## src/logic/rv32i_types.sv

```systemverilog
package rv32i_types;

	// Major opcodes of the supported subset
	typedef enum logic [6:0] {
		op_reg   = 7'b0110011,
		op_imm   = 7'b0010011,
		op_lui   = 7'b0110111,
		op_load  = 7'b0000011,
		op_store = 7'b0100011,
		op_br    = 7'b1100011
	} rv32i_opcode;

	typedef enum logic [2:0] {
		alu_add,
		alu_sub,
		alu_and,
		alu_or,
		alu_xor,
		alu_slt,
		alu_sll,
		alu_srl
	} alu_ops;

	// Writeback source
	typedef enum logic [1:0] {
		wb_alu,
		wb_mem,
		wb_imm
	} wb_sel_t;

	// funct3 codes
	localparam logic [2:0] f3_add  = 3'b000;
	localparam logic [2:0] f3_sll  = 3'b001;
	localparam logic [2:0] f3_slt  = 3'b010;
	localparam logic [2:0] f3_xor  = 3'b100;
	localparam logic [2:0] f3_srl  = 3'b101;
	localparam logic [2:0] f3_or   = 3'b110;
	localparam logic [2:0] f3_and  = 3'b111;
	localparam logic [2:0] f3_word = 3'b010;
	localparam logic [2:0] f3_beq  = 3'b000;
	localparam logic [2:0] f3_bne  = 3'b001;

	// addi x0, x0, 0
	localparam logic [31:0] nop_instr = 32'h0000_0013;

endpackage
```

## src/logic/cpu_datapath.sv

```systemverilog
module cpu_datapath import rv32i_types::*; #(
	parameter logic [31:0] pc_reset = 32'h0000_0000
) (
	input  logic        clk,
	input  logic        rst_n,
	input  logic        resp_a,
	input  logic        resp_b,
	input  logic [31:0] rdata_a,
	input  logic [31:0] rdata_b,
	output logic        read_a,
	output logic        read_b,
	output logic        write,
	output logic [3:0]  wmask,
	output logic [31:0] address_a,
	output logic [31:0] address_b,
	output logic [31:0] wdata
);

	logic advance, mem_busy, instr_held;
	logic [31:0] instr_hold, instr_word;
	logic stall, redirect;
	logic [31:0] target;
	logic [31:0] ifid_instr, ifid_pc;
	logic ifid_valid;
	logic [31:0] idex_rs1_val, idex_rs2_val, idex_imm, idex_pc;
	logic [4:0] idex_rs1, idex_rs2, idex_rd;
	alu_ops idex_aluop;
	wb_sel_t idex_wb_sel, exmem_wb_sel;
	logic idex_uses_imm, idex_load, idex_store, idex_branch, idex_bne, idex_reg_write;
	logic [31:0] exmem_result, exmem_store_data, exmem_imm;
	logic [4:0] exmem_rd, wb_rd;
	logic exmem_reg_write, exmem_load, exmem_store;
	logic [31:0] wb_data;
	logic wb_write;

	// Instruction response kept while the data side is still busy
	always_ff @(posedge clk or negedge rst_n) begin
		if (!rst_n)
			instr_held <= 1'b0;
		else if (advance)
			instr_held <= 1'b0;
		else if (resp_a)
			instr_held <= 1'b1;
	end

	always_ff @(posedge clk) begin
		if (resp_a && !instr_held)
			instr_hold <= rdata_a;
	end

	assign instr_word = instr_held ? instr_hold : rdata_a;
	assign advance = (resp_a || instr_held) && !mem_busy;

	cpu_fetch #(
		.pc_reset(pc_reset)
	) u_fetch (
		.clk, .rst_n, .advance, .stall, .redirect, .target,
		.rdata_a(instr_word),
		.address_a, .read_a, .ifid_instr, .ifid_pc, .ifid_valid
	);

	cpu_decode u_decode (
		.clk, .rst_n, .advance,
		.flush(redirect),
		.ifid_instr, .ifid_pc, .ifid_valid, .wb_rd, .wb_data, .wb_write,
		.stall, .idex_rs1_val, .idex_rs2_val, .idex_rs1, .idex_rs2, .idex_rd,
		.idex_imm, .idex_aluop, .idex_uses_imm, .idex_load, .idex_store,
		.idex_branch, .idex_bne, .idex_reg_write, .idex_wb_sel, .idex_pc
	);

	cpu_execute u_execute (
		.clk, .rst_n, .advance,
		.idex_rs1_val, .idex_rs2_val, .idex_rs1, .idex_rs2, .idex_rd,
		.idex_imm, .idex_aluop, .idex_uses_imm, .idex_load, .idex_store,
		.idex_branch, .idex_bne, .idex_reg_write, .idex_wb_sel, .idex_pc,
		.wb_rd, .wb_data, .wb_write,
		.redirect, .target, .exmem_result, .exmem_store_data, .exmem_rd,
		.exmem_reg_write, .exmem_load, .exmem_store, .exmem_wb_sel, .exmem_imm
	);

	cpu_memory u_memory (
		.clk, .rst_n, .advance,
		.exmem_result, .exmem_store_data, .exmem_rd, .exmem_reg_write,
		.exmem_load, .exmem_store, .exmem_wb_sel, .exmem_imm,
		.resp_b, .rdata_b,
		.address_b, .read_b, .write, .wmask, .wdata,
		.wb_rd, .wb_data, .wb_write, .mem_busy
	);

endmodule

```

## src/logic/cpu_memory.sv

```systemverilog
module cpu_memory import rv32i_types::*; (
	input  logic        clk,
	input  logic        rst_n,
	input  logic        advance,
	input  logic [31:0] exmem_result,
	input  logic [31:0] exmem_store_data,
	input  logic [4:0]  exmem_rd,
	input  logic        exmem_reg_write,
	input  logic        exmem_load,
	input  logic        exmem_store,
	input  wb_sel_t     exmem_wb_sel,
	input  logic [31:0] exmem_imm,
	input  logic        resp_b,
	input  logic [31:0] rdata_b,
	output logic [31:0] address_b,
	output logic        read_b,
	output logic        write,
	output logic [3:0]  wmask,
	output logic [31:0] wdata,
	output logic [4:0]  wb_rd,
	output logic [31:0] wb_data,
	output logic        wb_write,
	output logic        mem_busy
);

	logic done;
	logic [31:0] rdata_hold, mem_rdata;
	logic [31:0] memwb_result, memwb_imm, memwb_rdata;
	wb_sel_t memwb_wb_sel;

	// Request drops once answered, even if the pipeline is still frozen
	assign read_b = exmem_load && !done;
	assign write = exmem_store && !done;
	assign address_b = exmem_result;
	assign wdata = exmem_store_data;
	assign wmask = 4'b1111;
	assign mem_busy = (read_b || write) && !resp_b;
	assign mem_rdata = resp_b ? rdata_b : rdata_hold;

	always_ff @(posedge clk or negedge rst_n) begin
		if (!rst_n)
			done <= 1'b0;
		else if (advance)
			done <= 1'b0;
		else if (resp_b)
			done <= 1'b1;
	end

	always_ff @(posedge clk) begin
		if (resp_b)
			rdata_hold <= rdata_b;
	end

	always_ff @(posedge clk or negedge rst_n) begin
		if (!rst_n)
			wb_write <= 1'b0;
		else if (advance)
			wb_write <= exmem_reg_write;
	end

	always_ff @(posedge clk) begin
		if (advance) begin
			wb_rd <= exmem_rd;
			memwb_wb_sel <= exmem_wb_sel;
			memwb_result <= exmem_result;
			memwb_imm <= exmem_imm;
			memwb_rdata <= mem_rdata;
		end
	end

	always_comb begin
		case (memwb_wb_sel)
			wb_mem:  wb_data = memwb_rdata;
			wb_imm:  wb_data = memwb_imm;
			default: wb_data = memwb_result;
		endcase
	end

endmodule

```

## src/logic/cpu_execute.sv

```systemverilog
module cpu_execute import rv32i_types::*; (
	input  logic        clk,
	input  logic        rst_n,
	input  logic        advance,
	input  logic [31:0] idex_rs1_val,
	input  logic [31:0] idex_rs2_val,
	input  logic [4:0]  idex_rs1,
	input  logic [4:0]  idex_rs2,
	input  logic [4:0]  idex_rd,
	input  logic [31:0] idex_imm,
	input  alu_ops      idex_aluop,
	input  logic        idex_uses_imm,
	input  logic        idex_load,
	input  logic        idex_store,
	input  logic        idex_branch,
	input  logic        idex_bne,
	input  logic        idex_reg_write,
	input  wb_sel_t     idex_wb_sel,
	input  logic [31:0] idex_pc,
	input  logic [4:0]  wb_rd,
	input  logic [31:0] wb_data,
	input  logic        wb_write,
	output logic        redirect,
	output logic [31:0] target,
	output logic [31:0] exmem_result,
	output logic [31:0] exmem_store_data,
	output logic [4:0]  exmem_rd,
	output logic        exmem_reg_write,
	output logic        exmem_load,
	output logic        exmem_store,
	output wb_sel_t     exmem_wb_sel,
	output logic [31:0] exmem_imm
);

	logic [31:0] exmem_fwd, rs1_fwd, rs2_fwd, op_b, alu_out;
	logic ex_hit1, ex_hit2, wb_hit1, wb_hit2, equal;

	// lui results sit in the immediate field until writeback
	assign exmem_fwd = (exmem_wb_sel == wb_imm) ? exmem_imm : exmem_result;

	assign ex_hit1 = exmem_reg_write && exmem_rd != 5'd0 && exmem_rd == idex_rs1;
	assign ex_hit2 = exmem_reg_write && exmem_rd != 5'd0 && exmem_rd == idex_rs2;
	assign wb_hit1 = wb_write && wb_rd != 5'd0 && wb_rd == idex_rs1;
	assign wb_hit2 = wb_write && wb_rd != 5'd0 && wb_rd == idex_rs2;

	assign rs1_fwd = ex_hit1 ? exmem_fwd : wb_hit1 ? wb_data : idex_rs1_val;
	assign rs2_fwd = ex_hit2 ? exmem_fwd : wb_hit2 ? wb_data : idex_rs2_val;
	assign op_b = idex_uses_imm ? idex_imm : rs2_fwd;

	always_comb begin
		case (idex_aluop)
			alu_add: alu_out = rs1_fwd + op_b;
			alu_sub: alu_out = rs1_fwd - op_b;
			alu_and: alu_out = rs1_fwd & op_b;
			alu_or:  alu_out = rs1_fwd | op_b;
			alu_xor: alu_out = rs1_fwd ^ op_b;
			alu_slt: alu_out = {31'd0, $signed(rs1_fwd) < $signed(op_b)};
			alu_sll: alu_out = rs1_fwd << op_b[4:0];
			alu_srl: alu_out = rs1_fwd >> op_b[4:0];
			default: alu_out = 32'd0;
		endcase
	end

	// Branch resolves here without prediction
	assign equal = (rs1_fwd == rs2_fwd);
	assign redirect = idex_branch && (idex_bne ? !equal : equal);
	assign target = idex_pc + idex_imm;

	always_ff @(posedge clk or negedge rst_n) begin
		if (!rst_n) begin
			exmem_reg_write <= 1'b0;
			exmem_load <= 1'b0;
			exmem_store <= 1'b0;
		end else if (advance) begin
			exmem_reg_write <= idex_reg_write;
			exmem_load <= idex_load;
			exmem_store <= idex_store;
		end
	end

	always_ff @(posedge clk) begin
		if (advance) begin
			exmem_result <= alu_out;
			exmem_store_data <= rs2_fwd;
			exmem_rd <= idex_rd;
			exmem_wb_sel <= idex_wb_sel;
			exmem_imm <= idex_imm;
		end
	end

endmodule

```

## src/logic/cpu_decode.sv

```systemverilog
module cpu_decode import rv32i_types::*; (
	input  logic        clk,
	input  logic        rst_n,
	input  logic        advance,
	input  logic        flush,
	input  logic [31:0] ifid_instr,
	input  logic [31:0] ifid_pc,
	input  logic        ifid_valid,
	input  logic [4:0]  wb_rd,
	input  logic [31:0] wb_data,
	input  logic        wb_write,
	output logic        stall,
	output logic [31:0] idex_rs1_val,
	output logic [31:0] idex_rs2_val,
	output logic [4:0]  idex_rs1,
	output logic [4:0]  idex_rs2,
	output logic [4:0]  idex_rd,
	output logic [31:0] idex_imm,
	output alu_ops      idex_aluop,
	output logic        idex_uses_imm,
	output logic        idex_load,
	output logic        idex_store,
	output logic        idex_branch,
	output logic        idex_bne,
	output logic        idex_reg_write,
	output wb_sel_t     idex_wb_sel,
	output logic [31:0] idex_pc
);

	rv32i_opcode opcode;
	logic [2:0] funct3;
	logic [4:0] rs1, rs2, rd;
	logic [31:0] i_imm, s_imm, b_imm, u_imm, imm;
	logic [31:0] regs [32];
	logic [31:0] rs1_val, rs2_val;
	alu_ops arith_op, aluop;
	wb_sel_t wb_sel;
	logic uses_imm, is_load, is_store, is_branch, reg_write;
	logic uses_rs1, uses_rs2, bubble;

	assign opcode = rv32i_opcode'(ifid_instr[6:0]);
	assign funct3 = ifid_instr[14:12];
	assign rd = ifid_instr[11:7];
	assign rs1 = ifid_instr[19:15];
	assign rs2 = ifid_instr[24:20];

	assign i_imm = {{20{ifid_instr[31]}}, ifid_instr[31:20]};
	assign s_imm = {{20{ifid_instr[31]}}, ifid_instr[31:25], ifid_instr[11:7]};
	assign b_imm = {{19{ifid_instr[31]}}, ifid_instr[31], ifid_instr[7],
		ifid_instr[30:25], ifid_instr[11:8], 1'b0};
	assign u_imm = {ifid_instr[31:12], 12'h000};

	// Register file written from writeback with write-through
	always_ff @(posedge clk) begin
		if (wb_write && wb_rd != 5'd0)
			regs[wb_rd] <= wb_data;
	end

	assign rs1_val = (rs1 == 5'd0) ? 32'd0 :
		(wb_write && wb_rd == rs1) ? wb_data : regs[rs1];
	assign rs2_val = (rs2 == 5'd0) ? 32'd0 :
		(wb_write && wb_rd == rs2) ? wb_data : regs[rs2];

	always_comb begin
		case (funct3)
			f3_add: arith_op = (opcode == op_reg && ifid_instr[30]) ? alu_sub : alu_add;
			f3_sll: arith_op = alu_sll;
			f3_slt: arith_op = alu_slt;
			f3_xor: arith_op = alu_xor;
			f3_srl: arith_op = alu_srl;
			f3_or:  arith_op = alu_or;
			f3_and: arith_op = alu_and;
			default: arith_op = alu_add;
		endcase
	end

	always_comb begin
		aluop = alu_add;
		uses_imm = 1'b0;
		is_load = 1'b0;
		is_store = 1'b0;
		is_branch = 1'b0;
		reg_write = 1'b0;
		wb_sel = wb_alu;
		imm = i_imm;
		case (opcode)
			op_reg: begin
				aluop = arith_op;
				reg_write = 1'b1;
			end
			op_imm: begin
				aluop = arith_op;
				uses_imm = 1'b1;
				reg_write = 1'b1;
			end
			op_lui: begin
				imm = u_imm;
				wb_sel = wb_imm;
				reg_write = 1'b1;
			end
			op_load: begin
				uses_imm = 1'b1;
				is_load = (funct3 == f3_word);
				reg_write = is_load;
				wb_sel = wb_mem;
			end
			op_store: begin
				imm = s_imm;
				uses_imm = 1'b1;
				is_store = (funct3 == f3_word);
			end
			op_br: begin
				imm = b_imm;
				is_branch = (funct3 == f3_beq) || (funct3 == f3_bne);
			end
			default: ;
		endcase
	end

	// Load-use hazard against the instruction now in execute
	assign uses_rs1 = (opcode != op_lui);
	assign uses_rs2 = (opcode == op_reg) || (opcode == op_store) || (opcode == op_br);
	assign stall = ifid_valid && idex_load && idex_rd != 5'd0 &&
		((uses_rs1 && idex_rd == rs1) || (uses_rs2 && idex_rd == rs2));

	assign bubble = stall || flush || !ifid_valid;

	always_ff @(posedge clk or negedge rst_n) begin
		if (!rst_n) begin
			idex_load <= 1'b0;
			idex_store <= 1'b0;
			idex_branch <= 1'b0;
			idex_reg_write <= 1'b0;
		end else if (advance) begin
			idex_load <= is_load && !bubble;
			idex_store <= is_store && !bubble;
			idex_branch <= is_branch && !bubble;
			idex_reg_write <= reg_write && !bubble;
		end
	end

	always_ff @(posedge clk) begin
		if (advance) begin
			idex_rs1_val <= rs1_val;
			idex_rs2_val <= rs2_val;
			idex_rs1 <= rs1;
			idex_rs2 <= rs2;
			idex_rd <= rd;
			idex_imm <= imm;
			idex_aluop <= aluop;
			idex_uses_imm <= uses_imm;
			idex_bne <= (funct3 == f3_bne);
			idex_wb_sel <= wb_sel;
			idex_pc <= ifid_pc;
		end
	end

endmodule

```

## src/logic/cpu_fetch.sv

```systemverilog
module cpu_fetch import rv32i_types::*; #(
	parameter logic [31:0] pc_reset = 32'h0000_0000
) (
	input  logic        clk,
	input  logic        rst_n,
	input  logic        advance,
	input  logic        stall,
	input  logic        redirect,
	input  logic [31:0] target,
	input  logic [31:0] rdata_a,
	output logic [31:0] address_a,
	output logic        read_a,
	output logic [31:0] ifid_instr,
	output logic [31:0] ifid_pc,
	output logic        ifid_valid
);

	logic [31:0] pc;

	assign address_a = pc;
	assign read_a = 1'b1;

	// Redirect wins over a load-use hold
	always_ff @(posedge clk or negedge rst_n) begin
		if (!rst_n) begin
			pc <= pc_reset;
			ifid_instr <= nop_instr;
			ifid_valid <= 1'b0;
		end else if (advance) begin
			if (redirect) begin
				pc <= target;
				ifid_instr <= nop_instr;
				ifid_valid <= 1'b0;
			end else if (!stall) begin
				pc <= pc + 32'd4;
				ifid_instr <= rdata_a;
				ifid_valid <= 1'b1;
			end
		end
	end

	always_ff @(posedge clk) begin
		if (advance && !stall && !redirect)
			ifid_pc <= pc;
	end

endmodule

```

## config.mk

```make
export PLATFORM = sky130hd
export DESIGN_NAME = cpu_datapath
export DESIGN_NICKNAME = d
export VERILOG_FILES = /design/src/logic/rv32i_types.sv /design/src/logic/cpu_datapath.sv /design/src/logic/cpu_memory.sv /design/src/logic/cpu_execute.sv /design/src/logic/cpu_decode.sv /design/src/logic/cpu_fetch.sv
export SDC_FILE = /design/constraint.sdc
export NUM_CORES = 2
export LEC_CHECK = 0
export BUFFER_PORTS_ARGS = -buffer_cell sky130_fd_sc_hd__buf_2
export CAP_MARGIN = 20
export CORE_MARGIN = 2
export CORE_UTILIZATION = 59
export CTS_BUF_LIST = sky130_fd_sc_hd__clkbuf_4 sky130_fd_sc_hd__clkbuf_8
export DETAILED_ROUTE_END_ITERATION = 16
export PLACE_DENSITY = 0.84
export SYNTH_ARGS = -nofsm -noshare
export SYNTH_HDL_FRONTEND = slang
export SYNTH_SLANG_ARGS = --single-unit
```

## constraint.sdc

```tcl
create_clock -name clk -period 10.6 [get_ports clk]
set_input_delay 1.59 -clock clk [delete_from_list [all_inputs] [get_ports clk]]
set_output_delay 1.59 -clock clk [all_outputs]
set_load 0.05 [all_outputs]
```

* Word level (Yosys, flattened, before mapping) *
Memory sizes are Yosys's and may differ from the RTL's. A register that Yosys moved wholly into a read port is not among the register bits.
Index checks and enable logic that the tools add are counted.

word-level totals
  memories = 1
  bits in writable memories = 1024
  word-level logic and storage cells = 163
  bits of input ports = 68
  register bits after elaboration = 463
  output and inout bits = 103

memory list
  name           depth  width  rd ports  clocked after Yosys merged registers in  write ports  line              source
  u_decode.regs  32     32     2         2                                        1            cpu_decode.sv:34  logic [31:0] regs [32];

cells by class
  bitwise logic cells = 3
  reduce and logical (&&, ||, !) cells = 54
  add/subtract/negate cells = 4
  equality and inequality tests = 31
  shift operators = 2
  order comparisons = 1
  multiplexer cells = 32

operator list
  kind                                                              number
  32-bit 2-to-1 mux                                                 12
  32-bit one-hot mux with 8 select lines                            1
  31-bit one-hot mux with 3 select lines                            1
  32-bit adder                                                      2
  32-bit one-hot mux with 2 select lines                            1
  32-bit by 3-bit adder with 32-bit output (second input constant)  1
  32-bit bitwise AND                                                1
  32-bit == test                                                    1
  32-bit less-than comparator                                       1
  32-bit bitwise OR                                                 1
  32-bit by 5-bit << shifter with 32-bit output                     1
  32-bit by 5-bit >> shifter with 32-bit output                     1
  32-bit subtractor                                                 1
  32-bit bitwise XOR                                                1
  5-bit == test                                                     6
  3-bit == test (second input constant)                             8
  1-bit logical AND                                                 24
  7-bit by 6-bit == test with 1-bit output (second input constant)  3
  3-bit one-hot mux with 7 select lines                             1
  5-bit nonzero test                                                3
  1-bit 2-to-1 mux                                                  14
  5-bit zero test                                                   2
  3-bit by 2-bit == test with 1-bit output (second input constant)  3
  1-bit zero test                                                   9
  16 further kinds                                                  28

* Longest topological paths before layout *
  depth in word-level cells = 13
  depth in mapped cells = 29
  depth with buffers taken out = 24

* Hierarchy *
From an unflattened synthesis, not the netlist that was laid out.

second synthesis, totals
  cells, all modules = 5927
  area total of the unflattened synthesis = 81782.2 sq um

by module, submodules not included
  module        instances  area each (sq um)  cells each  seq. area each (sq um)
  cpu_decode    1          54004.3            2991        35353.9
  cpu_execute   1          16499.6            2146        3168.0
  cpu_memory    1          5522.8             361         3783.6
  cpu_fetch     1          4217.8             357         2591.2
  cpu_datapath  1          1537.7             72          985.9

* Worst setup path after synthesis *
No wires, ideal clock.

  kind = in2reg
  start point = input port resp_b
  end point = register u_fetch.pc[27], in the netlist u_fetch.address_a[27]
  cell stages on the path = 9
  arrival time = 11725 ps
  library setup time = 121 ps
  slack = -1246 ps
  path buffers = 2
  data required time = 10479 ps
  cell sequence = clkbuf_1 nor2_1 o21ai_0 o21ai_0 clkinv_1 a31o_2 or2_1 clkbuf_1 o22a_1

on the way
  longest elaborated chain between the ends = 5

RTL lines
  element                               line                source
  from (decl)                           cpu_datapath.sv:7   input logic resp_b,
  1-bit zero test                       cpu_memory.sv:37    assign mem_busy = (read_b || write) && !resp_b;
  1-bit logical AND                     cpu_memory.sv:37
  1-bit zero test                       cpu_datapath.sv:52  assign advance = (resp_a || instr_held) && !mem_busy;
  1-bit logical AND                     cpu_datapath.sv:52
  named net advance                     cpu_datapath.sv:19  logic advance, mem_busy, instr_held;
  2-bit AND reduction (no source line)  n/a
  to (signal assigned)                  cpu_fetch.sv:26     pc <= pc_reset;
  to (signal assigned)                  cpu_fetch.sv:31     pc <= target;
  to (signal assigned)                  cpu_fetch.sv:35     pc <= pc + 32'd4;
  to (decl)                             cpu_fetch.sv:18     logic [31:0] pc;

The timed path passes the listed nets, and every way through them passes these cells.
A chain may end at the register's enable or synchronous reset.

* Worst setup path after layout *
  start point = register u_memory.wb_rd[3]
  end point = register u_execute.exmem_result[24] (data pin)

on the way
  longest elaborated chain between the ends = 8
  elaborated cells between the ends (all ways) = 19
  classes of those cells = add/sub: 2; eq/ne: 2; shift: 2; mux: 6; bitwise: 3; reduce/logical: 4

RTL lines
  element                                          line                                  source
  from (decl)                                      cpu_memory.sv:20                      output logic [4:0] wb_rd,
  from (signal assigned)                           cpu_memory.sv:63                      wb_rd <= exmem_rd;
  5-bit nonzero test                               cpu_execute.sv:43, cpu_execute.sv:44
  1-bit logical AND                                cpu_execute.sv:43, cpu_execute.sv:44
  1-bit logical AND                                cpu_execute.sv:44                     assign wb_hit2 = wb_write && wb_rd != 5'd0 && wb_rd == idex_rs2;
  32-bit 2-to-1 mux (2 in a row)                   cpu_execute.sv:47                     assign rs2_fwd = ex_hit2 ? exmem_fwd : wb_hit2 ? wb_data : idex_rs2_val;
  32-bit 2-to-1 mux                                cpu_execute.sv:48                     assign op_b = idex_uses_imm ? idex_imm : rs2_fwd;
  32-bit subtractor, or another cell as far along  cpu_execute.sv:53                     alu_sub: alu_out = rs1_fwd - op_b;
  32-bit one-hot mux with 8 select lines *         cpu_execute.sv:51                     case (idex_aluop)
  named net u_execute.alu_out[24]                  cpu_execute.sv:35                     logic [31:0] exmem_fwd, rs1_fwd, rs2_fwd, op_b, alu_out;
  to (signal assigned)                             cpu_execute.sv:83                     exmem_result <= alu_out;
  to (decl)                                        cpu_execute.sv:25                     output logic [31:0] exmem_result,

The timed path passes the listed nets; every way through them passes the cells marked *.

==> load_flow_metrics.sql <==
INSERT INTO impl_metrics (metric_group, metric, value, unit) VALUES
('sta', 'worstMarginPinSlew', '1.20', 'ns'),
('clock_tree', 'root_buffer', 'clkbuf_8', ''),
('synthesis', 'synth_compound_area_share', '8.58', '%'),
('synthesis', 'synth_most_common_cell', 'edfxtp_1', ''),
('clock_tree', 'cts.clk_slew.worst_paths', '0.06', 'ns'),
('floorplan', 'core.rowCount', '134', ''),
('global_routing', 'pin_count_of_the_biggest_net_entering_global_routing', '157', ''),
('worst_hold_path', 'hold_depth', '0', ''),
('route', 'drt_first_pass_iters', '6', ''),
('critical_path', 'worstSetupEndpointType', 'flop', ''),
('sta', 'maxClockFrequency', '0.129', 'GHz'),
('global_routing', 'grt_pass1_wl', '374000', 'µm'),
('critical_path', 'arrival_time_reported_for_the_critical_path_endpoint', '8.53', 'ns'),
('sta', 'max_clock_skew', '0.0779', 'ns'),
('final_layout', 'synthToLayoutAreaGrowth', '10.9', '%'),
('critical_path', 'worstPathMaxFanout', '32', ''),
('clock_tree', 'post_cts.resized_instances', '0', ''),
('synthesis', 'synth_top_family_by_area', 'multiplexers', ''),
('synthesis', 'netlist_top_cells_count', 'edfxtp_1, mux4_2, mux2i_1', ''),
('final_layout', 'finalCoreUtilization', '65.9', '%'),
('sta', 'layout_min_cycle_time', '7.77', 'ns'),
('clock_tree', 'tritoncts', 'done', ''),
('clock_tree', 'longest_clk_path_bufs', '3', ''),
('sta', 'final-hold-violation-count', '0', ''),
('synthesis', 'synth_ff_type', 'edfxtp_1', ''),
('synthesis', 'cell_accounting_for_the_most_synthesized_area', 'edfxtp_1', ''),
('power_and_ir_drop', 'leakage', '30.6', 'nW'),
('sta', 'maxSlewViolCount', '0', ''),
('clock_tree', 'clock_latency', '1.02', 'ns'),
('route', 'vias_per_cell', '7.29', ''),
('synthesis', 'yosysWarningCount', '0', ''),
('synthesis', 'post_synth_mux_area_share', '22.0', '%'),
('clock_tree', 'cts_setup_buffers', '0', ''),
('critical_path', 'cp.required', '11.36', 'ns'),
('sta', 'grt_setup_unrepaired', 'no', ''),
('synthesis', 'netlist.area_leader.share', '54.6', '%'),
('floorplan', 'design.core.area', '134000', 'µm²'),
('sta', 'holdWs', '0.406', 'ns'),
('final_layout', 'fillers', '8869', ''),
('place', 'placed_cells_incl_taps', '7094', ''),
('global_routing', 'grt.overflow.total', '0', ''),
('synthesis', 'synthAdderAreaFrac', '2.15', '%'),
('synthesis', 'post_synthesis_cell_area', '79500', 'µm²'),
('final_layout', 'fin_cells', '7547', ''),
('synthesis', 'area_contributors_post_synth', 'edfxtp_1, mux4_2, mux2i_1, dfrtp_1, ha_1', ''),
('clock_tree', 'cts_made_buffers', '241', ''),
('sta', 'fin_setup_tns', '0', 'ns'),
('route', 'antenna_left', '0', ''),
('sta', 'final_min_period_over_clock_period', '73.3', '%'),
('synthesis', 'xor_xnor_share_of_the_synthesized_area', '1.72', '%'),
('floorplan', 'io_pins', '171', ''),
('global_routing', 'first_global_vias', '54000', ''),
('route', 'dr_total_vias', '55000', ''),
('place', 'numPortBuffers', '165', ''),
('floorplan', 'die_width', '371', 'µm'),
('clock_tree', 'tritoncts_num_sinks', '1551', ''),
('synthesis', 'postSynthAreaPerCell', '14.9', 'µm²'),
('place', 'post-dp-hpwl', '167000', 'µm'),
('critical_path', 'path_depth_of_the_worst_reg2reg_path', '23', ''),
('outcome', 'outcome', 'completed', ''),
('synthesis', 'synth_instances', '5322', ''),
('power_and_ir_drop', 'powerDensity', '186', 'nW/µm²'),
('power_and_ir_drop', 'peakVddDrop', '0.110', 'mV'),
('route', 'avgRoutedWirePerCell', '34.9', 'µm'),
('synthesis', 'synth-seq-area-share', '57.7', '%'),
('final_layout', 'share_of_cells_above_drive_strength_1', '26.9', '%'),
('final_layout', 'final_nets', '5773', ''),
('worst_hold_path', 'timing.hold.worst.class', 'reg -> reg', ''),
('synthesis', 'synth-edff-count', '1444', ''),
('floorplan', 'die_area', '138000', 'µm²'),
('floorplan', 'die_y', '371', 'µm');
-- metrics by stage --
| stage | instance area [µm²] | worst slack, ns | power, mW |
|---|---|---|---|
| floorplan | 79600 | 3.22 | 9.86 |
| CTS | 88000 | 3.02 | 16.3 |
| global route | 88100 | 2.39 | 16.9 |
| detailed placement | 83000 | 3.07 | 11.2 |
| finish | 88100 | 2.83 | 16.4 |
| global placement | 83000 | 3.14 | 11.1 |
-- cell families after synthesis --
family	Yosys count
multiplexers	1051
XOR/XNOR	156
adder cells (fa/ha/maj)	135
flip-flops	1551
AO/OA/AOI/OAI	1008
AND/OR/NAND/NOR	927
other	2
buffers and inverters	492
-- cells in the final DEF (no fill, tap or decap), drive strengths merged, types with 61 or more instances in the layout --
cell	count
xor2	61
dfrtp	72
a211oi	100
clkinv	92
mux4	546
clkbuf	330
edfxtp	1444
mux2i	379
ha	131
inv	129
nand3	78
nand2	327
o21ai	206
nor2	279
buf	342
xnor2	95
a21oi	218
mux2	126
o211ai	61
-- layout make-up --
class	count	area, µm²	area share [%]
flip-flops and latches	1551	45900	52.1
multi-input cells	3314	32200	36.6
clock buffers	330	4140	4.70
repair buffers	342	2220	2.52
well taps	1768	2210	2.51
clock inverters	114	878	0.997
inverters	121	470	0.534
diodes	7	17.5	0.0199
-- where the power goes --
group / switching [mW] / internal, mW
sequential: 0.321 / 7.15
combinational: 2.39 / 1.31
clock: 2.49 / 2.77
-- worst paths after layout --
check | from | endpoint | slack [ns]
hold reg to reg | u_decode.idex_wb_sel[1] | u_execute.exmem_wb_sel[1] | 0.41
min in group asynchronous | rst_n | u_fetch.address_a[19] | 0.45
setup / recovery | u_memory.wb_rd[3] | u_execute.exmem_result[24] | 2.83
max in group asynchronous | rst_n | u_fetch.ifid_instr[0] | 9.46
hold / removal | u_decode.idex_wb_sel[1] | u_execute.exmem_wb_sel[1] | 0.41
setup reg to reg | u_memory.wb_rd[3] | u_execute.exmem_result[24] | 2.83
-- metal layers --
| metal | vias up | global-route usage [%] | part of all wire [%] |
|---|---|---|---|
| li1 | 21900 | - | - |
| met1 | 27100 | 48.1 | 33 |
| met2 | 4846 | 58.3 | 46 |
| met3 | 1178 | 10.2 | 13 |
| met4 | 4 | 25.8 | 8.1 |
| met5 | - | 0.315 | 0.029 |
-- state kept, by name, summed over array words and instances, names as in the netlist, 32 cells and up --
name,cells
u_fetch.ifid_instr,32
u_memory.memwb_result,32
u_execute.exmem_imm,32
u_memory.rdata_hold,32
u_decode.idex_rs1_val,32
u_decode.idex_rs2_val,32
u_decode.idex_pc,32
u_fetch.address_a,32
u_execute.exmem_store_data,32
u_execute.exmem_result,32
u_decode.idex_imm,32
u_memory.memwb_rdata,32
instr_hold,32
u_memory.memwb_imm,32
u_decode.regs,1024
u_fetch.ifid_pc,32
-- critical path: stages (launching register included) --
cell and delay [ns]:
edfxtp_1 0.58, or3_1 0.69, o311ai_2 0.41, o21ai_0 0.19
a311oi_1 0.46, a21oi_4 0.09, inv_2 0.58, ha_1 0.30
inv_1 0.07, fa_1 0.46, nor2b_1 0.15, o21ai_0 0.31
a21oi_1 0.13, o21ai_0 0.40, a211oi_1 0.20, a221oi_1 0.68
o211ai_1 0.29, a2111oi_0 0.49, buf_4 0.21, o21ai_0 0.17
nor2_1 0.20, o21ai_0 0.10, a32oi_1 0.22, nand3_1 0.09
(Power assumes the default switching activity.)
